### config.mk
export PLATFORM = sky130hd
export DESIGN_NAME = dtlb_result
export DESIGN_NICKNAME = d
export VERILOG_FILES = /design/src/dtlb_pkg.sv /design/src/dtlb_result.sv
export VERILOG_INCLUDE_DIRS = /design/src
export SDC_FILE = /design/constraint.sdc
export NUM_CORES = 1
export LEC_CHECK = 0
export ABC_AREA = 1
export BUFFER_PORTS_ARGS = -buffer_cell sky130_fd_sc_hd__buf_2
export CAP_MARGIN = 20
export CORE_AREA = 8 8 332 334
export DETAILED_ROUTE_END_ITERATION = 6
export DIE_AREA = 0 0 340 342
export GPL_ROUTABILITY_DRIVEN = 0
export PLACE_DENSITY = 0.3
export SETUP_SLACK_MARGIN = 0.4
export SYNTH_ARGS = -nofsm -noshare
export SYNTH_HDL_FRONTEND = slang
export SYNTH_SLANG_ARGS = --single-unit
### constraint.sdc
create_clock -name clk -period 1.5 [get_ports clk]
set_input_delay 0.075 -clock clk [delete_from_list [all_inputs] [get_ports clk]]
set_output_delay 0.075 -clock clk [all_outputs]
set_load 0.02 [all_outputs]
### src/dtlb_defs.svh
// data TLB geometry and field widths
// ways, sets, page-word and address-space id widths
// plus the global flag position inside a page word
`ifndef DTLB_DEFS_SVH
`define DTLB_DEFS_SVH

// set-associative geometry
`define DTLB_WAYS 8
`define DTLB_WAY_W 3
`define DTLB_SETS 16
`define DTLB_SET_W 4

// request page number, lowest bit picks the odd page of a group
`define DTLB_VPN_W 21
`define DTLB_TAG_W 20

// page-table word and address-space id
`define DTLB_PTE_W 24
`define DTLB_ASID_W 8

// global flag inside every page word
`define DTLB_PTE_GLOBAL 0

// three consecutive page words per entry
`define DTLB_PTE_CNT 3

`endif

### src/dtlb_pkg.sv
// data TLB shared types
// request operation, reset sweep state and the stored entry
`default_nettype none

`include "dtlb_defs.svh"

package dtlb_pkg;

  // request operation
  typedef enum logic [1:0] {
    op_lookup = 2'd0,
    op_fill   = 2'd1,
    op_inval  = 2'd2
  } dtlb_op_e;

  // sweep clears every set once after reset
  typedef enum logic {
    st_sweep = 1'b0,
    st_run   = 1'b1
  } dtlb_init_e;

  // one stored translation
  // gbl is set only when all three words carry the global flag
  typedef struct packed {
    logic                                            valid;
    logic                                            gbl;
    logic [`DTLB_TAG_W-1:0]                          tag;
    logic [`DTLB_ASID_W-1:0]                         asid;
    logic [`DTLB_PTE_CNT-1:0][`DTLB_PTE_W-1:0]       pte;
  } dtlb_entry_t;

endpackage

`default_nettype wire

### src/dtlb_result.sv
// response stage of the data TLB
// merges the hitting way, encodes its number, picks the page pair
// and registers the response
`default_nettype none

`include "dtlb_defs.svh"

module dtlb_result (
  input  wire                                         clk,
  input  wire                                         rst,
  input  wire                                         look_en,
  input  wire                                         odd_page,
  input  wire [`DTLB_WAYS-1:0]                        hit_vec,
  input  wire dtlb_pkg::dtlb_entry_t [`DTLB_WAYS-1:0] entries,
  output logic                                        rsp_valid,
  output logic                                        rsp_hit,
  output logic [`DTLB_WAY_W-1:0]                      rsp_way,
  output logic [`DTLB_PTE_W-1:0]                      rsp_data,
  output logic [`DTLB_PTE_W-1:0]                      rsp_data_next
);
  import dtlb_pkg::*;

  dtlb_entry_t             merged;
  logic [`DTLB_WAY_W-1:0]  way_enc;
  logic                    hit_any;

  assign hit_any = |hit_vec;

  // at most one way hits, so an OR merge is enough
  // and a miss leaves everything at zero
  always_comb begin
    merged  = '0;
    way_enc = '0;
    for (int w = 0; w < `DTLB_WAYS; w++) begin
      if (hit_vec[w]) begin
        merged  = merged | entries[w];
        way_enc = way_enc | w[`DTLB_WAY_W-1:0];
      end
    end
  end

  always_ff @(posedge clk) begin
    if (rst) begin
      rsp_valid <= 1'b0;
      rsp_hit   <= 1'b0;
    end else begin
      rsp_valid <= look_en;
      rsp_hit   <= look_en & hit_any;
    end
  end

  // even page returns words 0 and 1, odd page words 1 and 2
  always_ff @(posedge clk) begin
    if (look_en) begin
      rsp_way       <= way_enc;
      rsp_data      <= odd_page ? merged.pte[1] : merged.pte[0];
      rsp_data_next <= odd_page ? merged.pte[2] : merged.pte[1];
    end
  end

endmodule

`default_nettype wire

==> impl_metrics.py <==
metrics = {
    "die": {
        "io_pins": 881,
        "coreArea_mm2": 0.105,
        "start_util_pct": 6.43,
        "rows": 119,
        "floorplan.die_area_mm2": 0.116,
        "die_h_um": 342,
        "die_w_um": 340,
    },
    "logic_synthesis": {
        "synth_top_area_share_pct": 60.3,
        "synth_top_cell_by_area": "nand2_1",
        "synth_area_leaders": "nand2_1 (60%), edfxtp_1 (23%), nor2_1 (8.3%), buf_4 (3.2%), buf_2 (2.2%)",
        "synth_simple_gate_area_share_pct": 68.9,
        "seq_area_frac_synth_pct": 23.4,
        "synth-xor-area-share_pct": 0,
        "synth_compound_area_share_pct": 0.112,
        "synth_most_common_cell": "nand2_1",
        "synth_mux_area_share_pct": 0,
        "ys_ff_latch": 53,
        "syn_avg_cell_area_um2": 4.92,
        "synth_top_family_by_area": "simple AND/OR/NAND/NOR gates",
        "synthTopCellsByCount": "nand2_1 (1081), nor2_1 (149), edfxtp_1 (51)",
        "synth_fp_nets": 2195,
        "synth_edf_count": 51,
        "ys_types": 13,
        "synth_flop_cell": "edfxtp_1",
        "yosys_warnings": 0,
        "synth_adder_area_share_pct": 0,
        "async_reset_ff_share_pct": 0,
        "synthCells": 1367,
        "syn_area_mm2": 0.00673,
    },
    "sta": {
        "finalHoldViolCount": 0,
        "finalMaxSlewViolations": 0,
        "fin_tns_setup_ns": 0,
        "fin_crit_sh_pct": 72.9,
        "grt_setup_unrepaired": "true",
        "maxSlewHeadroom_pct": 77.9,
        "hold_ws_ns": 0.0620,
        "min_period_ns": 1.09,
        "finalSetupViolations": 0,
        "tightest_slew_ns": 0.332,
        "clock.fmax_mhz": 914,
    },
    "setup_path": {
        "worst-path-buf-inv": 1,
        "critPathKind": "flop to output pin",
        "required_ns": 1.42,
        "crit_path_cell_trace": "buf_6",
        "crit_family": "flip-flops",
        "cp_slowest_cell": "edfxtp_1",
        "worstPathMaxFanout": 1,
        "critical_path.endpoint_type": "output pin",
        "worstPathArrival_ns": 1.02,
        "cpPeakStageDelay_ns": 0.51,
        "start_kind": "flop",
    },
    "placement": {
        "io_buffers": 640,
        "place_inst": 3432,
        "dpl.hpwl_um": 64400,
    },
    "route": {
        "drc_errors": 0,
        "wl_per_cell_um": 22.1,
        "first_pass_iters": 5,
        "dr.first_iter.drc_count": 374,
        "vias_per_cell": 3.10,
        "vias": 10770,
        "drt_wl_total_um": 76700,
        "ant_nets": 0,
    },
    "cells_and_area": {
        "nets": 2901,
        "drive_gt1_share_pct": 41.4,
        "layout-area-overhead-vs-synth_pct": 98.2,
        "final-instance-count-excl-fill": 3470,
        "fill_cells": 12503,
        "utilization_pct": 12.7,
    },
    "hold_path": {
        "hold_class": "primary input to flop",
    },
    "clock_network": {
        "clk_pin_slew_ns": 0.09,
        "clkSinkCount": 53,
        "cts_tree": "yes",
        "numCtsBuffers": 5,
        "cts_htree_levels": 2,
        "cts_buffer_depth": 2,
        "clock-root-buffer": "clkbuf_16",
    },
    "pwr": {
        "ir_drop_v": 0.000423,
        "total_power_mw": 6.98,
        "powerDensity_mw_per_mm2": 524,
        "leakage_nw": 7.51,
    },
    "global_route": {
        "grt_max_degree": 49,
        "grt_first_pass_wirelength_um": 97200,
        "antenna_found_initial": 36,
        "gr-total-overflow": 0,
        "track_usage_pct": 12.1,
        "grt_pass1_vias": 11709,
    },
    "flow_run": {
        "drv_cap": 0,
    },
    "outcome": {
        "status": "finished clean",
    },
}
[path summary, 6_finish.rpt]
kind / from / end / slack (ns) / cells past startpoint
min: look_en / rsp_data[21] / 0.06 / 1
max: rsp_data_next[19] / rsp_data_next[19] / 0.41 / 1
[flip-flops by register name, summed over array words and instances (netlist names)]
register / cells
rsp_data: 24
rsp_data_next: 24
rsp_hit: 1
rsp_valid: 1
rsp_way: 3
[cell usage in the layout (no fill, tap or decap), types with 9 or more instances in the layout]
cell	count
nor2_2	22
buf_2	628
buf_4	92
nor2_1	123
edfxtp_1	51
nand2_2	44
clkbuf_16	13
nand2_4	9
nand2_1	1028
buf_12	27
[cells by family after synthesis]
family,count (synthesis)
and+or+nand+nor,1233
buffers and inverters,80
DFF,53
AOI/OAI and AO/OA,1
[power by group]
group	total, mW	switching (mW)	leakage (nW)	internal [mW]
Clock	1.50	0.699	0.0811	0.798
Sequential	1.83	0.0501	0.522	1.78
Combinational	3.66	2.13	6.90	1.53
Total	6.98	2.88	7.51	4.10
[final cells by class]
| class | instances | area [um^2] | area share [%] |
|---|---|---|---|
| diodes | 5 | 12.5 | 0.0938 |
| clock buffers | 6 | 129 | 0.967 |
| clock inverters | 2 | 38.8 | 0.291 |
| inverters | 6 | 22.5 | 0.169 |
| multi-input cells | 1234 | 4900 | 36.8 |
| flip-flops and latches | 53 | 1570 | 11.8 |
| well taps | 1391 | 1740 | 13.1 |
| repair buffers | 773 | 4920 | 36.9 |
[layer usage]
layer | vias up | global-route usage [%] | part of all wire (%)
met5 | - | 0 | 0.19
met4 | 24 | 1.26 | 1.4
met3 | 67 | 4.21 | 7.9
met2 | 444 | 21.6 | 49
met1 | 4729 | 14.3 | 41
li1 | 5506 | - | -
[metrics by stage]
| step | setup WS (ns) | instance area, um^2 |
|---|---|---|
| global placement | -0.338 | 12300 |
| global route | 0.372 | 13300 |
| finish | 0.406 | 13300 |
| CTS | 0.382 | 12900 |
| detailed placement | -0.333 | 12300 |
| floorplan | 0.540 | 6730 |
[what timing repair did]
| item | 4_1_cts | 5_1_grt |
|---|---|---|
| setup endpoints to repair | 50 | 48 |
| buffers inserted | 10 | 3 |
| cloned | 3 | 8 |
| hold buffers | 1 | 0 |
| gates resized for setup | 64 | 65 |
| pin swaps | 3 | 13 |
| endpoints found under the hold margin | 1 | 0 |
(Power assumes the default switching activity.)
