**src/dtlb_defs.svh**
```systemverilog
// data TLB geometry and field widths
// ways, sets, page-word and address-space id widths
// plus the global flag position inside a page word
`ifndef DTLB_DEFS_SVH
`define DTLB_DEFS_SVH

// set-associative geometry
`define DTLB_WAYS 8
`define DTLB_WAY_W 3
`define DTLB_SETS 16
`define DTLB_SET_W 4

// request page number, lowest bit picks the odd page of a group
`define DTLB_VPN_W 21
`define DTLB_TAG_W 20

// page-table word and address-space id
`define DTLB_PTE_W 24
`define DTLB_ASID_W 8

// global flag inside every page word
`define DTLB_PTE_GLOBAL 0

// three consecutive page words per entry
`define DTLB_PTE_CNT 3

`endif

```
**src/dtlb_replace.sv**
```systemverilog
// replacement state of the data TLB
// per-set age array, victim choice and fill way selection
`default_nettype none

`include "dtlb_defs.svh"

module dtlb_replace (
  input  wire                         clk,
  input  wire                         rst,
  input  wire                         sweep,
  input  wire [`DTLB_SET_W-1:0]       sweep_idx,
  input  wire [`DTLB_SET_W-1:0]       set_idx,
  input  wire                         look_en,
  input  wire                         wr_en,
  input  wire [`DTLB_WAYS-1:0]        hit_vec,
  input  wire                         force_way_en,
  input  wire [`DTLB_WAY_W-1:0]       force_way,
  output logic [`DTLB_WAYS-1:0]       wr_sel
);

  localparam logic [`DTLB_WAYS-1:0] way0_hot = 1;

  // age 0 is most recent, oldest way has age ways-1
  logic [`DTLB_WAY_W-1:0] age [`DTLB_SETS][`DTLB_WAYS];
  logic [`DTLB_WAY_W-1:0] victim;
  logic [`DTLB_WAY_W-1:0] touched_age;
  logic [`DTLB_WAYS-1:0]  touched;
  logic                   hit_any;
  logic                   age_upd;

  assign hit_any = |hit_vec;

  // ages of a set are always a permutation, so one way is the oldest
  always_comb begin
    victim = '0;
    for (int w = 0; w < `DTLB_WAYS; w++) begin
      if (age[set_idx][w] == '1) begin
        victim = w[`DTLB_WAY_W-1:0];
      end
    end
  end

  // existing tag first, then forced way, then oldest
  always_comb begin
    if (hit_any) begin
      wr_sel = hit_vec;
    end else if (force_way_en) begin
      wr_sel = way0_hot << force_way;
    end else begin
      wr_sel = way0_hot << victim;
    end
  end

  assign touched = wr_en ? wr_sel : hit_vec;
  assign age_upd = wr_en | (look_en & hit_any);

  always_comb begin
    touched_age = '0;
    for (int w = 0; w < `DTLB_WAYS; w++) begin
      if (touched[w]) begin
        touched_age = age[set_idx][w];
      end
    end
  end

  always_ff @(posedge clk) begin
    if (!rst) begin
      if (sweep) begin
        for (int w = 0; w < `DTLB_WAYS; w++) begin
          age[sweep_idx][w] <= w[`DTLB_WAY_W-1:0];
        end
      end else if (age_upd) begin
        for (int w = 0; w < `DTLB_WAYS; w++) begin
          if (touched[w]) begin
            age[set_idx][w] <= '0;
          end else if (age[set_idx][w] < touched_age) begin
            age[set_idx][w] <= age[set_idx][w] + 1'b1;
          end
        end
      end
    end
  end

endmodule

`default_nettype wire

```
**config.mk**
```make
export PLATFORM = sky130hd
export DESIGN_NAME = dtlb_replace
export DESIGN_NICKNAME = d
export VERILOG_FILES = /design/src/dtlb_replace.sv
export VERILOG_INCLUDE_DIRS = /design/src
export SDC_FILE = /design/constraint.sdc
export NUM_CORES = 1
export LEC_CHECK = 0
export BUFFER_PORTS_ARGS = -buffer_cell sky130_fd_sc_hd__buf_4
export CAP_MARGIN = 25
export CORE_MARGIN = 2
export CORE_UTILIZATION = 29
export CTS_BUF_LIST = sky130_fd_sc_hd__clkbuf_16
export CTS_CLUSTER_SIZE = 40
export DETAILED_ROUTE_END_ITERATION = 8
export PLACE_DENSITY_LB_ADDON = 0.3
export SYNTH_ARGS = -nofsm -noshare
export SYNTH_HDL_FRONTEND = slang
export SYNTH_SLANG_ARGS = --single-unit
```
**constraint.sdc**
```tcl
create_clock -name clk -period 9.9 [get_ports clk]
set_input_delay 0 -clock clk [delete_from_list [all_inputs] [get_ports clk]]
set_output_delay 0 -clock clk [all_outputs]
set_load 0.02 [all_outputs]
```
==> out/results.tsv <==
stage	metric	value	unit
outcome	status	finished, final reports clean	
detailed_routing	vias	9556	
die	core	0.0578	mm^2
grt	grt_pass1_wl	64900	um
grt	gr-total-overflow	0	
detailed_routing	wl	44200	um
critical_path	slowest_delay	0.73	ns
yosys	yosys.area.top_type	edfxtp_1	
yosys	syn-cell-area	0.0170	mm^2
timing	final.min_clock_period	6.84	ns
detailed_routing	first_iter_violations	1102	
cells_and_area	seqCellArea	0.0115	mm^2
die	ioPinCount	33	
die	dieArea	0.0606	mm^2
timing	hold_ws	0.0171	ns
critical_path	path_buf_inv	1	
timing	fmax	146	MHz
cells_and_area	drive_above_1_share	23.9	%
placed_design	portBuffers	32	
timing	finClkSkew	0.0246	ns
clocking	clk_path_buf_depth	3	
critical_path	start_kind	flip-flop	
timing	final.setup.tns	0	ns
yosys	syn_nets	1050	
cells_and_area	nFillCells	5487	
die	die_h	246	um
yosys	async_flop_share	0	%
yosys	synthesis.instances	1002	
critical_path	end_kind	flip-flop	
detailed_routing	wl_per_cell	23.9	um
timing	setup-violations-final	0	
die	num_rows	88	
yosys	ys_warn_count	0	
timing	maxSlewViolCount	0	
detailed_routing	ant_nets	0	
timing	hold_violations	0	
cells_and_area	largest_register_ffs	384	
placed_design	finalWeightedCongestion	0.899	
clocking	clock_latency	0.57	ns
cells_and_area	multi_input_area	0.00517	mm^2
yosys	synth_most_common_cell	edfxtp_1	
cells_and_area	top_regs	age x384	
placed_design	dpl_worst_slack	2.38	ns
clocking	clkTransAtPathRegs	0.06	ns
grt	grt_usage	14.8	%
timing	rsz0062_at_grt	false	
cells_and_area	top_register	age	
yosys	yosysSeqAreaShare	67.8	%
cells_and_area	diodes	0	
grt	antenna_found_initial	2	
yosys	synth_edf_count	384	
detailed_routing	drc	0	
yosys	synth_seq_cells	384	
job	drv_cap	0	
critical_path	crit_type	flip-flop to flip-flop	
timing	timing.slew.headroom	29.8	%
clocking	cts_tree	yes	
grt	grt_max_degree	66	
clocking	clockRootBuffer	clkbuf_16	
timing	finalCritPeriodShare	69.1	%
power	ir_worst_vdd	113	uV
cells_and_area	area_growth	14.4	%
critical_path	worstPathRequired	10.16	ns
placed_design	place_hpwl	29700	um
yosys	ys_top_cells_by_count	edfxtp_1, nor2_1, mux4_2	
yosys	synth-main-ff-cell	edfxtp_1	
yosys	syn_avg_cell_area	17.0	um^2
critical_path	critPathArrivalTime	7.11	ns
critical_path	crit_fanout	16	
yosys	synth_top_area_share	67.8	%
detailed_routing	viasPerCell	5.17	
yosys	synth_area_leaders	edfxtp_1, mux4_2, nor2_1	
grt	grt_pass1_vias	9654	
critical_path	crit_slowest_cell	o2bb2ai_2	
yosys	yosysUniqueCellTypes	71	
timing	worst_slew_pin_slew	1.05	ns
hold_path	hold_class	input pin to flip-flop	
die	die_width	246	um
power	power.density	188	mW/mm^2
clocking	post-cts-setup-buffers	0	
die	initial_core_util	29.4	%
detailed_routing	first_pass_iters	5	
power	power_leakage	0.00628	uW
critical_path	crit_chain	mux4_2, mux4_2, ha_1, ha_1, or4_1, mux2_2, a211oi_2, a21oi_1, nand3_1, a31oi_1, mux2i_1, a21oi_1, a21o_1, a31oi_1, buf_4, ha_1, a21bo_2, a31oi_1, o21ai_0, o2bb2ai_2, nor2_1	
clocking	cts-buffers-inserted	42	
critical_path	critical-path-top-delay-family	compound AO/OA/AOI/OAI gates	
timing	setup_slack	3.06	ns
clocking	htree_levels	2	
cells_and_area	nets	1105	
clocking	clock_sinks	384	
## cells by family (layout without fill, tap and decap cells)
group                      Yosys count  after routing  share of synthesized area, %
DFF                                384            384                          67.8
and+or+nand+nor                    287            287                          7.47
AOI/OAI and AO/OA                  127            127                          6.08
muxes                              120            120                          14.8
buffers and inverters               60            143                          2.15
adders and majority gates           23             23                          1.69
xor gates and xnor gates             1              1                        0.0515
## stage by stage
| stage | cells | utilization [%] | instance area (um^2) | total power, uW |
|---|---|---|---|---|
| CTS | 1843 | 33.6 | 19400 | 3690 |
| detailed placement | 1770 | 31.3 | 18100 | 2210 |
| floorplan | 1002 | - | 17000 | 2090 |
| global placement | 1766 | 31.2 | 18100 | 2200 |
| finish | 1850 | 33.7 | 19500 | 3660 |
| global route | 1850 | 33.7 | 19500 | 3780 |
## per-layer routing
layer  GRT usage [%]  wire length [um]  up-vias
met1            21.1             20100     4982
met2            21.9             19700      336
met3            3.49              3310       63
li1                -                 -     4173
met4            5.01              1080        2
met5               0                11        -
## cells in the final DEF, fill, tap and decap left out, types with 3 or more instances in the layout
cell type	n
edfxtp_1	384
nor2_1	154
mux4_2	105
nand2_1	56
buf_4	54
clkbuf_16	45
o21ai_0	24
ha_1	23
a22oi_1	17
nand3_1	17
inv_1	16
mux2i_1	13
clkinv_1	11
a21o_1	10
or3_1	10
a21oi_1	9
nand3b_1	8
nor2b_1	7
nand2b_1	7
o211ai_1	7
a31oi_1	6
o2111ai_1	6
a41oi_2	5
nor3_1	4
a31o_2	4
nand4_1	4
clkinv_2	4
o31ai_1	3
a21oi_2	3
and2_1	3
or2_2	3
nor4_2	3
clkinvlp_4	3
dlygate4sd3_1	3
## power by group
group / switching (uW) / leakage [uW] / internal [uW] / total [uW]
Combinational: 237 / 0.00211 / 123 / 360
Sequential: 4.48 / 0.00351 / 1810 / 1820
Clock: 614 / 0.000656 / 866 / 1480
## repair_timing
action                     in CTS  in global routing
hold endpoints to repair        6                  1
gates resized for setup         0                  0
hold buffers                    1                  2
setup endpoints to repair       0                  0
## worst reg2reg max path: stages, from the launching register on
cell and delay (ns):
edfxtp_1 0.39, mux4_2 0.48, mux4_2 0.60, ha_1 0.25, ha_1 0.27, or4_1 0.57, mux2_2 0.33, a211oi_2 0.25
a21oi_1 0.22, nand3_1 0.18, a31oi_1 0.11, mux2i_1 0.20, a21oi_1 0.09, a21o_1 0.19, a31oi_1 0.51, buf_4 0.27
ha_1 0.14, a21bo_2 0.21, a31oi_1 0.13, o21ai_0 0.18, o2bb2ai_2 0.73, nor2_1 0.25
## path summary, 6_finish.rpt
kind,start,endpoint,slack [ns],cells after the start
worst min register to register,age[14][21],age[12][21],1.11,4
worst max-delay path,age[5][1],age[13][0],3.06,21
worst max register to register,age[5][1],age[13][0],3.06,21
worst min-delay path,wr_en,age[14][23],0.02,3
## layout make-up
| type | instances | share of cell area (%) |
|---|---|---|
| inverters | 11 | 0.212 |
| flip-flops and latches | 384 | 59.2 |
| clock buffers | 45 | 5.78 |
| repair buffers | 60 | 2.39 |
| clock inverters | 27 | 0.900 |
| well taps | 765 | 4.92 |
| multi-input cells | 558 | 26.6 |
Power figures use the tool's default switching activity.
