### src/dtlb_defs.svh
// data TLB geometry and field widths
// ways, sets, page-word and address-space id widths
// plus the global flag position inside a page word
`ifndef DTLB_DEFS_SVH
`define DTLB_DEFS_SVH

// set-associative geometry
`define DTLB_WAYS 8
`define DTLB_WAY_W 3
`define DTLB_SETS 16
`define DTLB_SET_W 4

// request page number, lowest bit picks the odd page of a group
`define DTLB_VPN_W 21
`define DTLB_TAG_W 20

// page-table word and address-space id
`define DTLB_PTE_W 24
`define DTLB_ASID_W 8

// global flag inside every page word
`define DTLB_PTE_GLOBAL 0

// three consecutive page words per entry
`define DTLB_PTE_CNT 3

`endif

### src/dtlb_pkg.sv
// data TLB shared types
// request operation, reset sweep state and the stored entry
`default_nettype none

`include "dtlb_defs.svh"

package dtlb_pkg;

  // request operation
  typedef enum logic [1:0] {
    op_lookup = 2'd0,
    op_fill   = 2'd1,
    op_inval  = 2'd2
  } dtlb_op_e;

  // sweep clears every set once after reset
  typedef enum logic {
    st_sweep = 1'b0,
    st_run   = 1'b1
  } dtlb_init_e;

  // one stored translation
  // gbl is set only when all three words carry the global flag
  typedef struct packed {
    logic                                            valid;
    logic                                            gbl;
    logic [`DTLB_TAG_W-1:0]                          tag;
    logic [`DTLB_ASID_W-1:0]                         asid;
    logic [`DTLB_PTE_CNT-1:0][`DTLB_PTE_W-1:0]       pte;
  } dtlb_entry_t;

endpackage

`default_nettype wire

### src/dtlb_way_if.sv
// lookup and write fields shared by the decoder and all ways
// decode modport drives, way modport receives
`default_nettype none

`include "dtlb_defs.svh"

interface dtlb_way_if;

  // lookup side
  logic [`DTLB_TAG_W-1:0]                    look_tag;
  logic [`DTLB_ASID_W-1:0]                   look_asid;

  // write side
  logic                                      fill;
  logic                                      inval;
  logic [`DTLB_TAG_W-1:0]                    wr_tag;
  logic [`DTLB_ASID_W-1:0]                   wr_asid;
  logic [`DTLB_PTE_CNT-1:0][`DTLB_PTE_W-1:0] wr_pte;

  // reset sweep
  logic                                      sweep;
  logic [`DTLB_SET_W-1:0]                    sweep_idx;

  modport decode (
    output look_tag, look_asid, fill, inval, wr_tag, wr_asid, wr_pte, sweep, sweep_idx
  );

  modport way (
    input look_tag, look_asid, fill, inval, wr_tag, wr_asid, wr_pte, sweep, sweep_idx
  );

endinterface

`default_nettype wire

### src/dtlb_way.sv
// one way of the data TLB
// 16-entry array, tag and address-space compare, write port
// covering sweep clear, fill and invalidate
`default_nettype none

`include "dtlb_defs.svh"

module dtlb_way #(
  parameter int way_no = 0
) (
  input  wire                    clk,
  dtlb_way_if.way                wbus,
  input  wire [`DTLB_WAYS-1:0]   wr_sel,
  output logic                   hit,
  output dtlb_pkg::dtlb_entry_t  entry
);
  import dtlb_pkg::*;

  dtlb_entry_t             mem [`DTLB_SETS];
  dtlb_entry_t             fill_entry;
  logic [`DTLB_SET_W-1:0]  rd_set;
  logic [`DTLB_SET_W-1:0]  wr_set;
  logic                    tag_match;
  logic                    asid_match;
  logic                    all_global;
  logic                    my_sel;

  assign rd_set = wbus.look_tag[`DTLB_SET_W-1:0];
  assign wr_set = wbus.sweep ? wbus.sweep_idx : wbus.wr_tag[`DTLB_SET_W-1:0];

  // asynchronous read of the addressed set
  assign entry = mem[rd_set];

  assign tag_match  = (entry.tag == wbus.look_tag);
  // global entries match any address space
  assign asid_match = (entry.asid == wbus.look_asid) | entry.gbl;
  assign hit        = entry.valid & tag_match & asid_match;

  // the replacement unit points at exactly one way for a fill
  assign my_sel = wr_sel[way_no];

  // global only when every word of the group says so
  assign all_global = wbus.wr_pte[0][`DTLB_PTE_GLOBAL] &
                      wbus.wr_pte[1][`DTLB_PTE_GLOBAL] &
                      wbus.wr_pte[2][`DTLB_PTE_GLOBAL];

  always_comb begin
    fill_entry       = '0;
    fill_entry.valid = 1'b1;
    fill_entry.gbl   = all_global;
    fill_entry.tag   = wbus.wr_tag;
    fill_entry.asid  = wbus.wr_asid;
    fill_entry.pte   = wbus.wr_pte;
  end

  // writes land at the sampling edge, a following lookup sees them
  always_ff @(posedge clk) begin
    if (wbus.sweep) begin
      mem[wr_set] <= '0;
    end else if (wbus.fill && my_sel) begin
      mem[wr_set] <= fill_entry;
    end else if (wbus.inval && hit) begin
      // lookup and write share the set index, so hit refers to wr_set
      mem[wr_set].valid <= 1'b0;
    end
  end

endmodule

`default_nettype wire

### src/flat_wrapper.sv
// flat-port wrapper written by rule: the top's interface ports become plain ports
module dtlb_way_flat import dtlb_pkg::*;
#(
  parameter int way_no = 0
)
  (clk, wr_sel, hit, entry, wbus_look_tag, wbus_look_asid, wbus_fill, wbus_inval, wbus_wr_tag, wbus_wr_asid, wbus_wr_pte, wbus_sweep, wbus_sweep_idx);
  dtlb_way_if wbus_i ();
  input  wire clk;
  input  wire [`DTLB_WAYS-1:0] wr_sel;
  output logic hit;
  output dtlb_pkg::dtlb_entry_t entry;
  input wire logic [$bits(wbus_i.look_tag)-1:0] wbus_look_tag;
  input wire logic [$bits(wbus_i.look_asid)-1:0] wbus_look_asid;
  input wire logic [$bits(wbus_i.fill)-1:0] wbus_fill;
  input wire logic [$bits(wbus_i.inval)-1:0] wbus_inval;
  input wire logic [$bits(wbus_i.wr_tag)-1:0] wbus_wr_tag;
  input wire logic [$bits(wbus_i.wr_asid)-1:0] wbus_wr_asid;
  input wire logic [$bits(wbus_i.wr_pte)-1:0] wbus_wr_pte;
  input wire logic [$bits(wbus_i.sweep)-1:0] wbus_sweep;
  input wire logic [$bits(wbus_i.sweep_idx)-1:0] wbus_sweep_idx;
  assign wbus_i.look_tag = wbus_look_tag;
  assign wbus_i.look_asid = wbus_look_asid;
  assign wbus_i.fill = wbus_fill;
  assign wbus_i.inval = wbus_inval;
  assign wbus_i.wr_tag = wbus_wr_tag;
  assign wbus_i.wr_asid = wbus_wr_asid;
  assign wbus_i.wr_pte = wbus_wr_pte;
  assign wbus_i.sweep = wbus_sweep;
  assign wbus_i.sweep_idx = wbus_sweep_idx;
  dtlb_way #(.way_no(way_no)) u_core (.clk(clk), .wbus(wbus_i), .wr_sel(wr_sel), .hit(hit), .entry(entry));
endmodule
### config.mk
export PLATFORM = sky130hd
export DESIGN_NAME = dtlb_way_flat
export DESIGN_NICKNAME = d
export VERILOG_FILES = /design/src/dtlb_pkg.sv /design/src/dtlb_way_if.sv /design/src/dtlb_way.sv /design/src/flat_wrapper.sv
export VERILOG_INCLUDE_DIRS = /design/src
export SDC_FILE = /design/constraint.sdc
export NUM_CORES = 1
export LEC_CHECK = 0
export ABC_AREA = 1
export BUFFER_PORTS_ARGS = -buffer_cell sky130_fd_sc_hd__buf_2
export CORE_MARGIN = 4
export CORE_UTILIZATION = 35
export CTS_CLUSTER_DIAMETER = 50
export DETAILED_ROUTE_END_ITERATION = 12
export PLACE_DENSITY = 0.48
export SLEW_MARGIN = 15
export SYNTH_ARGS = -nofsm -noshare
export SYNTH_HDL_FRONTEND = slang
export SYNTH_SLANG_ARGS = --single-unit
### constraint.sdc
create_clock -name clk -period 18.91 [get_ports clk]
set_input_delay 0.9455 -clock clk [delete_from_list [all_inputs] [get_ports clk]]
set_output_delay 0.9455 -clock clk [all_outputs]
set_load 0.05 [all_outputs]
==> key figures <==
Setup path
  • Buf+Inv Stages, Crit Path: 5
  • Critical path capture point type: output port
  • CP top delay family: buffers and inverters
  • Most common cell on crit path: buf_4
  • Crit-path max FO: between 100 and 150
  • Largest stage delay on the critical path: 1000 ps
  • Worst path slowest cell: buf_4
  • CP Launch Type: primary input
  • CP required: between 15000 and 20000 ps
  • Setup CP Type: in -> out
  • Worst EP arrival: approximately 5500 ps
  • Critical-path cell list: buf_8, buf_4, buf_4, buf_4, o21ai_0, o221ai_1, nand3_1, nand2_1, buf_2

Clock network
  • CTS clk-pin slew, worst paths: around 60 ps
  • CTS tree: done
  • CTS Hold Buffers Added: 0
  • Setup Buffers After CTS: 0
  • Clock insertion delay at the later pin of the skew report: 820 ps
  • Htree depth: 4
  • Post-cts sizing count: 0
  • Root Driver: clkbuf_16
  • CTS buffer count: around 180
  • Max Buffers Root-to-Sink: 3
  • # clock sinks: 1632

STA
  • Worst slew pin tran: between 1000 and 1500 ps
  • Maximum clock frequency: 155 MHz
  • Min Tclk post-route: approximately 6400 ps
  • Fin Clk Skew: ~44 ps
  • Crit share post-route: about a third
  • Hold Fails Final Rpt: 0
  • TNS Setup: 0 ps
  • Slew headroom: between 20% and 30%
  • Max-slew violations: 0
  • RSZ-0062 raised after global routing: no
  • # setup viols final: 0

Global routing
  • Overall Global Routing Usage: about a fifth
  • First-pass GRT wire length: 275 mm
  • Grt ovf: 0
  • Initial antenna violation count: 5
  • Largest net degree at the start of global routing: 270
  • Vias in the first global route: 39500

Floorplanning
  • Core Area: approximately 190000 um^2
  • I/O Pins: 247
  • Initial core utilization: 35.2%
  • Die width: between 400 and 500 um
  • Die ar.: between 150000 and 200000 um^2
  • Die Y: 440 um
  • FP Rows: 158

Synth
  • Post-synth EDFFs: roughly 1600
  • Most frequent cells after synthesis: 1632 x edfxtp_1, 912 x nor2_1, 650 x o21ai_0
  • Syn avg cell area: 12.8 um^2
  • Largest area contributor in the netlist: edfxtp_1
  • Post-synthesis cell area: roughly 65000 um^2
  • Synth async-reset ratio: 0%
  • Yosys reg bits: 1632
  • Seq/Total Area, Yosys: 74.9%
  • Count leader, synth: edfxtp_1
  • Main synth FF type: edfxtp_1
  • Yosys warnings: 0
  • Cells after Synth: 5129
  • Area share of the largest cell type after synthesis: about three quarters
  • Syn Nets: around 5300
  • Area contributors post-synth: edfxtp_1 75%, nor2_1 5.2%, o21ai_0 5.0%
  • Post-synthesis cell type count: 28

Power and ir drop
  • Maximum vdd drop: 0.0861 mV
  • Sw frac: between 20% and 30%
  • Sw power: about 1.9 mW
  • Lkg Pwr: 22.9 nW
  • Comb power frac: roughly 7.1%
  • Power Density: 108 nW/um^2
  • Int Power: around 6.1 mW
  • Clock network fraction of design power: 41.9%
  • Seq pwr share: 51.0%

Placed design
  • GPL Wtd Cong: around 0.72
  • Area after DPL: 68900 um^2
  • Port Buffer Count: 239
  • Final HPWL DP: slightly below 90 mm

Layout
  • Most flops, register: u_core.mem
  • Proportion of layout cells with a drive suffix above 1: roughly 11%
  • Finished Cell Area: about 75000 um^2
  • Final-stage net count: about 5400
  • Largest register FFs: 1632
  • P&R area growth vs syn: 14.1%
  • Biggest registers after layout: u_core.mem: 1632 flops

Route
  • Pre-antenna DRT Iters: 7
  • Via/cell ratio: between 5 and 6
  • Post-DRT Antenna Nets: 0
  • Vias: 41000
  • DRC: 0
  • Total wire length: roughly 190 mm
  • Routed WL per cell: about 24 um
  • Initial DRC Count: approximately 3400

Flow run
  • Max cap viols: 0

Worst hold path
  • Hold Crit Class: in -> reg

Outcome
  • Status: complete, no violations
-- routing by layer --
metal	global-route usage, %	up-vias	share of wire, %
li1	-	19000	-
met2	30.6	1079	46
met4	6.02	2	2.9
met5	0	-	0.0058
met1	27.4	20700	46
met3	2.96	262	5.0
-- cell type report --
class,count,area [um^2]
fillers,17500,111000
flip-flops and latches,1632,49000
multi-input cells,2894,14000
clock buffers,221,4700
well taps,2480,3100
repair buffers,310,1880
clock inverters,115,1010
inverters,248,975
diodes,3,7.51
-- cells in the final DEF (no fill, tap or decap), types with 8 or more instances in the layout --
cell       instances
nor2_1           896
inv_1            242
nor2_4            16
a21oi_2           10
nand2_1          566
o22ai_1           35
o221ai_1         257
clkinv_1          50
a21oi_1           12
clkinv_2          29
o21ai_1           36
clkbuf_1          39
clkbuf_16        182
nand3_1          333
bufinv_16          8
o211ai_1          68
buf_2            235
buf_4             63
edfxtp_1        1632
o21ai_0          650
-- kinds of logic after synthesis --
logic type	count (synthesis)	synth area share (%)
AND/OR/NAND/NOR	1826	11.2
flip-flops	1632	74.9
AO/OA/AOI/OAI	1068	10.0
buffers and inverters	603	3.89
-- power by group through the flow --
stage,Clock [mW],Sequential (mW),Combinational [mW]
after floorplan,0,4.18,0.362
after global routing,3.60,4.11,0.622
final,3.37,4.10,0.570
after global placement,0,4.18,0.578
after CTS,3.44,4.10,0.581
after detailed placement,0,4.18,0.579
-- worst paths after layout --
check	endpoint	from	cells past startpoint	slack [ps]
worst max register to register	u_core.mem[4][101]	u_core.mem[5][78]	15	15980
worst min register to register	u_core.mem[13][101]	u_core.mem[11][95]	11	1550
worst max-delay path	entry[21]	wbus_look_tag[0]	9	12460
worst min-delay path	u_core.mem[6][37]	wbus_wr_pte[37]	3	670
-- through the flow --
step	total power [mW]	util (%)	instances	setup WS (ps)	hold WS (ps)
final	8.04	40.2	7903	12460	669
after global routing	8.33	40.2	7900	12090	655
after CTS	8.12	40.2	7899	12150	590
after detailed placement	4.76	37.1	7563	12150	1510
after global placement	4.75	37.1	7563	12190	1500
after floorplan	4.54	-	5129	12340	1120
-- tightest hold or removal path: cells and delay by family --
kind,cells,cell delay (ps)
buf+inv,2,140
simple gates,1,170
No activity file was read; power rests on OpenSTA's default activity.
