## src/dtlb_defs.svh

```systemverilog
// data TLB geometry and field widths
// ways, sets, page-word and address-space id widths
// plus the global flag position inside a page word
`ifndef DTLB_DEFS_SVH
`define DTLB_DEFS_SVH

// set-associative geometry
`define DTLB_WAYS 8
`define DTLB_WAY_W 3
`define DTLB_SETS 16
`define DTLB_SET_W 4

// request page number, lowest bit picks the odd page of a group
`define DTLB_VPN_W 21
`define DTLB_TAG_W 20

// page-table word and address-space id
`define DTLB_PTE_W 24
`define DTLB_ASID_W 8

// global flag inside every page word
`define DTLB_PTE_GLOBAL 0

// three consecutive page words per entry
`define DTLB_PTE_CNT 3

`endif

```

## src/dtlb_pkg.sv

```systemverilog
// data TLB shared types
// request operation, reset sweep state and the stored entry
`default_nettype none

`include "dtlb_defs.svh"

package dtlb_pkg;

  // request operation
  typedef enum logic [1:0] {
    op_lookup = 2'd0,
    op_fill   = 2'd1,
    op_inval  = 2'd2
  } dtlb_op_e;

  // sweep clears every set once after reset
  typedef enum logic {
    st_sweep = 1'b0,
    st_run   = 1'b1
  } dtlb_init_e;

  // one stored translation
  // gbl is set only when all three words carry the global flag
  typedef struct packed {
    logic                                            valid;
    logic                                            gbl;
    logic [`DTLB_TAG_W-1:0]                          tag;
    logic [`DTLB_ASID_W-1:0]                         asid;
    logic [`DTLB_PTE_CNT-1:0][`DTLB_PTE_W-1:0]       pte;
  } dtlb_entry_t;

endpackage

`default_nettype wire

```

## src/dtlb_way_if.sv

```systemverilog
// lookup and write fields shared by the decoder and all ways
// decode modport drives, way modport receives
`default_nettype none

`include "dtlb_defs.svh"

interface dtlb_way_if;

  // lookup side
  logic [`DTLB_TAG_W-1:0]                    look_tag;
  logic [`DTLB_ASID_W-1:0]                   look_asid;

  // write side
  logic                                      fill;
  logic                                      inval;
  logic [`DTLB_TAG_W-1:0]                    wr_tag;
  logic [`DTLB_ASID_W-1:0]                   wr_asid;
  logic [`DTLB_PTE_CNT-1:0][`DTLB_PTE_W-1:0] wr_pte;

  // reset sweep
  logic                                      sweep;
  logic [`DTLB_SET_W-1:0]                    sweep_idx;

  modport decode (
    output look_tag, look_asid, fill, inval, wr_tag, wr_asid, wr_pte, sweep, sweep_idx
  );

  modport way (
    input look_tag, look_asid, fill, inval, wr_tag, wr_asid, wr_pte, sweep, sweep_idx
  );

endinterface

`default_nettype wire

```

## src/dtlb_decode.sv

```systemverilog
// request decode for the data TLB
// splits the page number, raises fill and invalidate strobes
// and runs the post-reset sweep over all sets
`default_nettype none

`include "dtlb_defs.svh"

module dtlb_decode (
  input  wire                         clk,
  input  wire                         rst,
  input  wire                         req_valid,
  input  wire dtlb_pkg::dtlb_op_e     req_op,
  input  wire [`DTLB_VPN_W-1:0]       req_vpn,
  input  wire [`DTLB_ASID_W-1:0]      req_asid,
  input  wire [`DTLB_PTE_W-1:0]       fill_data0,
  input  wire [`DTLB_PTE_W-1:0]       fill_data1,
  input  wire [`DTLB_PTE_W-1:0]       fill_data2,
  output logic                        ready,
  output logic                        wr_en,
  output logic [`DTLB_SET_W-1:0]      set_idx,
  output logic                        look_en,
  output logic                        odd_page,
  output logic                        sweep,
  dtlb_way_if.decode                  wbus
);
  import dtlb_pkg::*;

  localparam int last_set = `DTLB_SETS - 1;

  dtlb_init_e              state;
  logic [`DTLB_SET_W-1:0]  sweep_cnt;
  logic                    accept;
  logic [`DTLB_TAG_W-1:0]  group_tag;

  // requests outside the run state are dropped
  assign ready  = (state == st_run);
  assign sweep  = (state == st_sweep);
  assign accept = req_valid & ready;

  // page number = group tag plus odd-page bit, set index is the low tag bits
  assign group_tag = req_vpn[`DTLB_VPN_W-1:1];
  assign odd_page  = req_vpn[0];
  assign set_idx   = group_tag[`DTLB_SET_W-1:0];

  // every accepted request gets a response
  assign look_en = accept;
  assign wr_en   = accept & (req_op == op_fill);

  assign wbus.look_tag  = group_tag;
  assign wbus.look_asid = req_asid;
  assign wbus.fill      = wr_en;
  assign wbus.inval     = accept & (req_op == op_inval);
  assign wbus.wr_tag    = group_tag;
  assign wbus.wr_asid   = req_asid;
  assign wbus.wr_pte    = {fill_data2, fill_data1, fill_data0};
  assign wbus.sweep     = sweep;
  assign wbus.sweep_idx = sweep_cnt;

  // one set per cycle, ready follows the last one
  always_ff @(posedge clk) begin
    if (rst) begin
      state     <= st_sweep;
      sweep_cnt <= '0;
    end else if (state == st_sweep) begin
      sweep_cnt <= sweep_cnt + 1'b1;
      if (sweep_cnt == last_set[`DTLB_SET_W-1:0]) begin
        state <= st_run;
      end
    end
  end

endmodule

`default_nettype wire

```

## src/flat_wrapper.sv

```systemverilog
// flat-port wrapper written by rule: the top's interface ports become plain ports
module dtlb_decode_flat import dtlb_pkg::*;
  (clk, rst, req_valid, req_op, req_vpn, req_asid, fill_data0, fill_data1, fill_data2, ready, wr_en, set_idx, look_en, odd_page, sweep, wbus_look_tag, wbus_look_asid, wbus_fill, wbus_inval, wbus_wr_tag, wbus_wr_asid, wbus_wr_pte, wbus_sweep, wbus_sweep_idx);
  dtlb_way_if wbus_i ();
  input  wire clk;
  input  wire rst;
  input  wire req_valid;
  input  wire dtlb_pkg::dtlb_op_e req_op;
  input  wire [`DTLB_VPN_W-1:0] req_vpn;
  input  wire [`DTLB_ASID_W-1:0] req_asid;
  input  wire [`DTLB_PTE_W-1:0] fill_data0;
  input  wire [`DTLB_PTE_W-1:0] fill_data1;
  input  wire [`DTLB_PTE_W-1:0] fill_data2;
  output logic ready;
  output logic wr_en;
  output logic [`DTLB_SET_W-1:0] set_idx;
  output logic look_en;
  output logic odd_page;
  output logic sweep;
  output wire logic [$bits(wbus_i.look_tag)-1:0] wbus_look_tag;
  output wire logic [$bits(wbus_i.look_asid)-1:0] wbus_look_asid;
  output wire logic [$bits(wbus_i.fill)-1:0] wbus_fill;
  output wire logic [$bits(wbus_i.inval)-1:0] wbus_inval;
  output wire logic [$bits(wbus_i.wr_tag)-1:0] wbus_wr_tag;
  output wire logic [$bits(wbus_i.wr_asid)-1:0] wbus_wr_asid;
  output wire logic [$bits(wbus_i.wr_pte)-1:0] wbus_wr_pte;
  output wire logic [$bits(wbus_i.sweep)-1:0] wbus_sweep;
  output wire logic [$bits(wbus_i.sweep_idx)-1:0] wbus_sweep_idx;
  assign wbus_look_tag = wbus_i.look_tag;
  assign wbus_look_asid = wbus_i.look_asid;
  assign wbus_fill = wbus_i.fill;
  assign wbus_inval = wbus_i.inval;
  assign wbus_wr_tag = wbus_i.wr_tag;
  assign wbus_wr_asid = wbus_i.wr_asid;
  assign wbus_wr_pte = wbus_i.wr_pte;
  assign wbus_sweep = wbus_i.sweep;
  assign wbus_sweep_idx = wbus_i.sweep_idx;
  dtlb_decode u_core (.clk(clk), .rst(rst), .req_valid(req_valid), .req_op(req_op), .req_vpn(req_vpn), .req_asid(req_asid), .fill_data0(fill_data0), .fill_data1(fill_data1), .fill_data2(fill_data2), .ready(ready), .wr_en(wr_en), .set_idx(set_idx), .look_en(look_en), .odd_page(odd_page), .sweep(sweep), .wbus(wbus_i));
endmodule
```

## config.mk

```make
export PLATFORM = sky130hd
export DESIGN_NAME = dtlb_decode_flat
export DESIGN_NICKNAME = d
export VERILOG_FILES = /design/src/dtlb_pkg.sv /design/src/dtlb_way_if.sv /design/src/dtlb_decode.sv /design/src/flat_wrapper.sv
export VERILOG_INCLUDE_DIRS = /design/src
export SDC_FILE = /design/constraint.sdc
export NUM_CORES = 1
export LEC_CHECK = 0
export BUFFER_PORTS_ARGS = -buffer_cell sky130_fd_sc_hd__buf_4
export CAP_MARGIN = 0
export CORE_AREA = 2 2 97 99
export DETAILED_ROUTE_END_ITERATION = 8
export DIE_AREA = 0 0 99 101
export MAX_ROUTING_LAYER = met4
export SETUP_SLACK_MARGIN = 0.02
export SKIP_CTS_REPAIR_TIMING = 1
export SKIP_LAST_GASP = 1
export SYNTH_ARGS = -nofsm -noshare
export SYNTH_HDL_FRONTEND = slang
export SYNTH_SLANG_ARGS = --single-unit
```

## constraint.sdc

```tcl
create_clock -name clk -period 2.2 [get_ports clk]
set_clock_uncertainty 0.1 [all_clocks]
set_input_delay 0.44 -clock clk [delete_from_list [all_inputs] [get_ports clk]]
set_output_delay 0.44 -clock clk [all_outputs]
set_load 0.05 [all_outputs]
```

==> results of run 1 <==
-- cell usage after synthesis (all sizes together) (2+ instances only) --
| cell | n |
|---|---|
| buf | 135 |
| dfxtp | 5 |
| inv | 2 |
| nor2 | 4 |
| nor3b | 2 |
| xor2 | 2 |
-- report_power, final --
part           internal [mW]  leakage (nW)  switching, mW
sequential            0.0962        0.0409        0.00556
clock                  0.125        0.0228         0.0465
combinational         0.0170         0.132         0.0268
total                  0.238         0.196         0.0789
-- area by class of cell --
cell class / count / area, sq um
well taps: 111 / 139
flip-flops and latches: 5 / 100
repair buffers: 15 / 113
multi-input cells: 16 / 124
clock buffers: 4 / 45.0
inverters: 2 / 7.51
fillers: 1042 / 8450
-- cell families after synthesis --
group	Yosys count	synth area share (%)
flip-flops	5	8.15
AO/OA/AOI/OAI	1	0.407
buffers and inverters	137	83.1
XOR/XNOR	3	2.14
adder cells (fa/ha/maj)	1	1.02
multiplexers	1	0.815
AND/OR/NAND/NOR	10	4.38
-- sequential cells by signal (all words and copies together), names as in the netlist --
register and flops:
u_core.wbus.sweep_idx 4, u_core.ready 1
-- per-stage QoR --
step	instances	power (mW)	setup TNS, ns	cell area, sq um	hold WS [ns]
final	153	0.317	0	528	0.314
after floorplan	158	0.780	-0.183	1240	0.409
after global routing	153	0.334	0	528	0.316
after CTS	153	0.325	0	528	0.311
after global placement	149	0.147	0	483	0.393
after detailed placement	149	0.148	0	483	0.399
-- layer usage --
metal	global-route usage, %	share of wire, %	vias to the layer above
li1	-	-	113
met1	1.33	15	151
met2	3.48	34	77
met3	4.09	30	59
met4	8.43	21	0
met5	-	0	-
-- final timing paths --
kind / end / startpoint / slack (ns) / depth (start not counted)
worst max-delay path: wbus_fill / u_core.ready / 0.36 / 3
worst min-delay path: u_core.wbus.sweep_idx[2] / rst / 0.31 / 2
worst max register to register: u_core.wbus.sweep_idx[2] / u_core.wbus.sweep_idx[0] / 1.08 / 4
worst min register to register: u_core.ready / u_core.wbus.sweep_idx[3] / 0.40 / 2
-- worst reg2reg max path: cells and delay by family, from the launching register on --
| kind | cells | cell delay [ns] |
|---|---|---|
| flip-flops | 1 | 0.38 |
| AND/OR/NAND/NOR | 2 | 0.21 |
| adder cells (fa/ha/maj) | 1 | 0.19 |
| XOR/XNOR | 1 | 0.13 |
==> flow_summary.ini, run 1 <==
[detailed_routing]
ant_nets = 0
via_per_inst = 2.61
totalWireLength_mm = 1.93
drt_first_pass_iters = 2
drcViolationCount = 0
wl_per_cell_microns = 12.6
first_iter_violations = 2
vias = 400

[critical_path]
path_cells = nand2_1 > nor3b_4 > buf_4
crit_path_start_kind = register
critical_path_class = register to primary output
cp_data_arrival_time_ns = 1.30
crit_path_top_delay_cell = dfxtp_1
cp_num_buf_inv = 1
cp.required_ns = 1.66
critPathMaxFanout = 7
worstSetupEndpointType = primary output
cp_top_family = flip-flops
slowest_delay_ns = 0.45

[die]
dieArea_sq_um = 10000
die_w_microns = 99
dieHeight_microns = 101
rows = 35
core_area_sq_um = 8980
ios = 250
initial_core_util_pct = 13.7

[timing]
setup_viol = 0
drv_slew = 0
finalHoldViolCount = 0
period_share_pct = 83.8
finalWorstSetupSlack_ns = 0.357
fmax_ghz = 0.543
slew-limit-headroom_pct = 83.2
tightest_slew_ns = 0.251
period_needed_ns = 1.84
rsz0062_at_grt = false

[clock_tree]
tritoncts = built
cts-root-buf = clkbuf_8
worstSkewPairLatency_ns = 0.22
clk_path_buf_depth = 2
cts_buffers = 3
cts_sinks = 5
cts-htree-levels = 1
clk_pin_slew_ns = 0.04

[logic_synthesis]
async_reset_ff_share_pct = 0
synth_ff_type = dfxtp_1
yosys.cell_types.count = 14
synth_area_sq_um = 1230
syn_avg_cell_area_sq_um = 7.78
yosys_warnings = 0
synthesis.nets = 265
synth_edf_count = 0
syn_inst = 158
synth_top_cell_by_area = buf_4
yosysSeqAreaShare_pct = 8.15
yosysTopAreaCellShare_pct = 82.5
synth_area_leaders = buf_4 (82%), dfxtp_1 (8.1%), xor2_1 (1.4%)
synth-seq-cells = 5

[cells_and_area]
mostFrequentLayoutCells = buf_4 (15), dfxtp_1 (5), nor2_1 (4)
finish.utilization_pct = 5.88
antenna_cells = 0
layout_commonest_cell = buf_4
drive_gt1_share_pct = 47.6
fin_nets = 150
syn_to_final_growth_pct = -57.0

[power_and_ir_drop]
powerDensity_nw_per_um2 = 600
ir_drop_mv = 0.111
power.leakage_nw = 0.196

[place]
dpl.hpwl_mm = 1.61
port-buffer-count = 15
place_congestion = 0.557
pre_cts_slack_ns = 0.577

[global_routing]
antenna_found_initial = 0
first_global_vias = 388
grt_max_degree = 8
grtUsageTotal_pct = 3.54
grt_pass1_wl_mm = 2.43
overflow = 0

[min_path]
min_path_type = input port to register

[run_status]
status = finished, final reports clean

[run]
max_cap_violations = 0
No activity file was read; power rests on OpenSTA's default activity.
==> inputs of run 2 (changes only) <==
--- a/config.mk
+++ b/config.mk
@@ -8,9 +8,9 @@
 export LEC_CHECK = 0
 export BUFFER_PORTS_ARGS = -buffer_cell sky130_fd_sc_hd__buf_4
 export CAP_MARGIN = 0
-export CORE_AREA = 2 2 97 99
+export CORE_AREA = 2 2 98 100
 export DETAILED_ROUTE_END_ITERATION = 8
-export DIE_AREA = 0 0 99 101
+export DIE_AREA = 0 0 100 102
 export MAX_ROUTING_LAYER = met4
 export SETUP_SLACK_MARGIN = 0.02
 export SKIP_CTS_REPAIR_TIMING = 1
==> constraint.sdc (replaced) <==
create_clock -name clk -period 1.7 [get_ports clk]
set_clock_uncertainty 0.1 [all_clocks]
set_input_delay 0.34 -clock clk [delete_from_list [all_inputs] [get_ports clk]]
set_output_delay 0.34 -clock clk [all_outputs]
set_load 0.05 [all_outputs]
==> flow_summary.ini, run 2 (synthesized netlist as in run 1, its figures left out) <==
[place]
place_congestion = 0.752
post-place-cells = 149
port-buffer-count = 15
dpl.hpwl_mm = 1.49
place_area_sq_um = 494

[critical_path]
worstSetupEndpointType = primary output
crit_path_top_delay_cell = dfxtp_4
path_cells = nand2_4 > nor3b_4 > buf_4
cp.depth = 3
critPathMaxFanout = 7
cp_data_arrival_time_ns = 1.08
slowest_delay_ns = 0.39
r2r_end = u_core.wbus.sweep_idx[2]
worst_r2r_path_depth = 4
critical_path_class = register to primary output
crit_path_start_kind = register
cp-endpoint = wbus_fill
cp_top_family = flip-flops
timing.rr.start = u_core.wbus.sweep_idx[0]
r2r_slack_ns = 0.57
cp.required_ns = 1.26
cp-startpoint = u_core.ready
cp_num_buf_inv = 1

[cells_and_area]
design_area_sq_um = 539
finish.utilization_pct = 5.92
fin_nets = 150
instances_no_fill = 153
nFillCells = 1073
antenna_cells = 0
syn_to_final_growth_pct = -56.1
drive_gt1_share_pct = 52.4
layout_commonest_cell = buf_4
mostFrequentLayoutCells = buf_4 (15), nor2_1 (4), dfxtp_1 (4)
largest_register_ffs = 4

[die]
initial_core_util_pct = 13.5
dieHeight_microns = 102
rows = 35
dieArea_sq_um = 10200
ios = 250
core_area_sq_um = 9110
die_w_microns = 100

[run]
max_cap_violations = 0

[min_path]
min_path_type = input port to register

[run_status]
status = finished, final reports clean

[timing]
rsz0062_at_grt = false
tightest_slew_ns = 0.163
finalHoldViolCount = 0
tns_ns = 0
period_needed_ns = 1.52
slew-limit-headroom_pct = 89.1
drv_slew = 0
setup_viol = 0
fmax_ghz = 0.656
period_share_pct = 89.7

[clock_tree]
tritoncts = built
worstSkewPairLatency_ns = 0.22
cts-root-buf = clkbuf_8
cts_buffers = 3
cts-htree-levels = 1
clk_pin_slew_ns = 0.03
cts_sinks = 5
clk_path_buf_depth = 2

[detailed_routing]
drcViolationCount = 0
drt_first_pass_iters = 4
wl_per_cell_microns = 12.2
vias = 393
ant_nets = 0
first_iter_violations = 2
totalWireLength_mm = 1.86
via_per_inst = 2.57

[global_routing]
overflow = 0
grt_pass1_wl_mm = 2.28
grtUsageTotal_pct = 3.13
first_global_vias = 388
grt_max_degree = 8
antenna_found_initial = 0

[power_and_ir_drop]
finalPower_mw = 0.402
power.leakage_nw = 0.206
powerDensity_nw_per_um2 = 746
ir_drop_mv = 0.137
-- run 2: final cells by class --
type	instances	area (sq um)	area share, %
inverter	2	7.51	1.39
clock buffer	4	45.0	8.35
sequential	5	104	19.3
timing repair buffer	15	113	20.9
tap	111	139	25.8
multi-input combinational	16	131	24.4
-- run 2: per-layer routing --
metal	vias up	global-route usage (%)	wire, microns
met5	-	-	0
met4	0	7.48	348
met3	54	3.01	500
met2	85	4.11	742
met1	142	0.738	268
li1	112	-	-
-- run 2: worst min path at each step --
| stage | startpoint | to | cells past startpoint |
|---|---|---|---|
| 2_1_floorplan | rst | u_core.ready | 1 |
| 3_3_place_gp | u_core.wbus.sweep_idx[3] | u_core.ready | 2 |
| 3_5_place_dp | u_core.wbus.sweep_idx[3] | u_core.ready | 2 |
| 4_1_cts | rst | u_core.ready | 2 |
| 5_1_grt | rst | u_core.ready | 2 |
| 6_report | rst | u_core.ready | 2 |
-- run 2: worst register-to-register path, delay by kind of cell, from the launching register on --
| family | cells | cell delay [ns] |
|---|---|---|
| AND/OR/NAND/NOR | 2 | 0.22 |
| flip-flops | 1 | 0.39 |
| XOR/XNOR | 1 | 0.13 |
| adder cells (fa/ha/maj) | 1 | 0.18 |
-- run 2: where the power goes --
| group | switching [mW] | total [mW] | internal (mW) |
|---|---|---|---|
| clock | 0.0550 | 0.216 | 0.161 |
| sequential | 0.00690 | 0.130 | 0.123 |
| combinational | 0.0345 | 0.0568 | 0.0223 |
-- run 2: metrics by stage --
stage	hold slack, ns	setup slack [ns]
6_report	0.215	0.175
5_1_grt	0.215	0.126
4_1_cts	0.211	0.161
3_5_place_dp	0.393	0.367
3_3_place_gp	0.397	0.370
2_1_floorplan	0.299	-0.0550
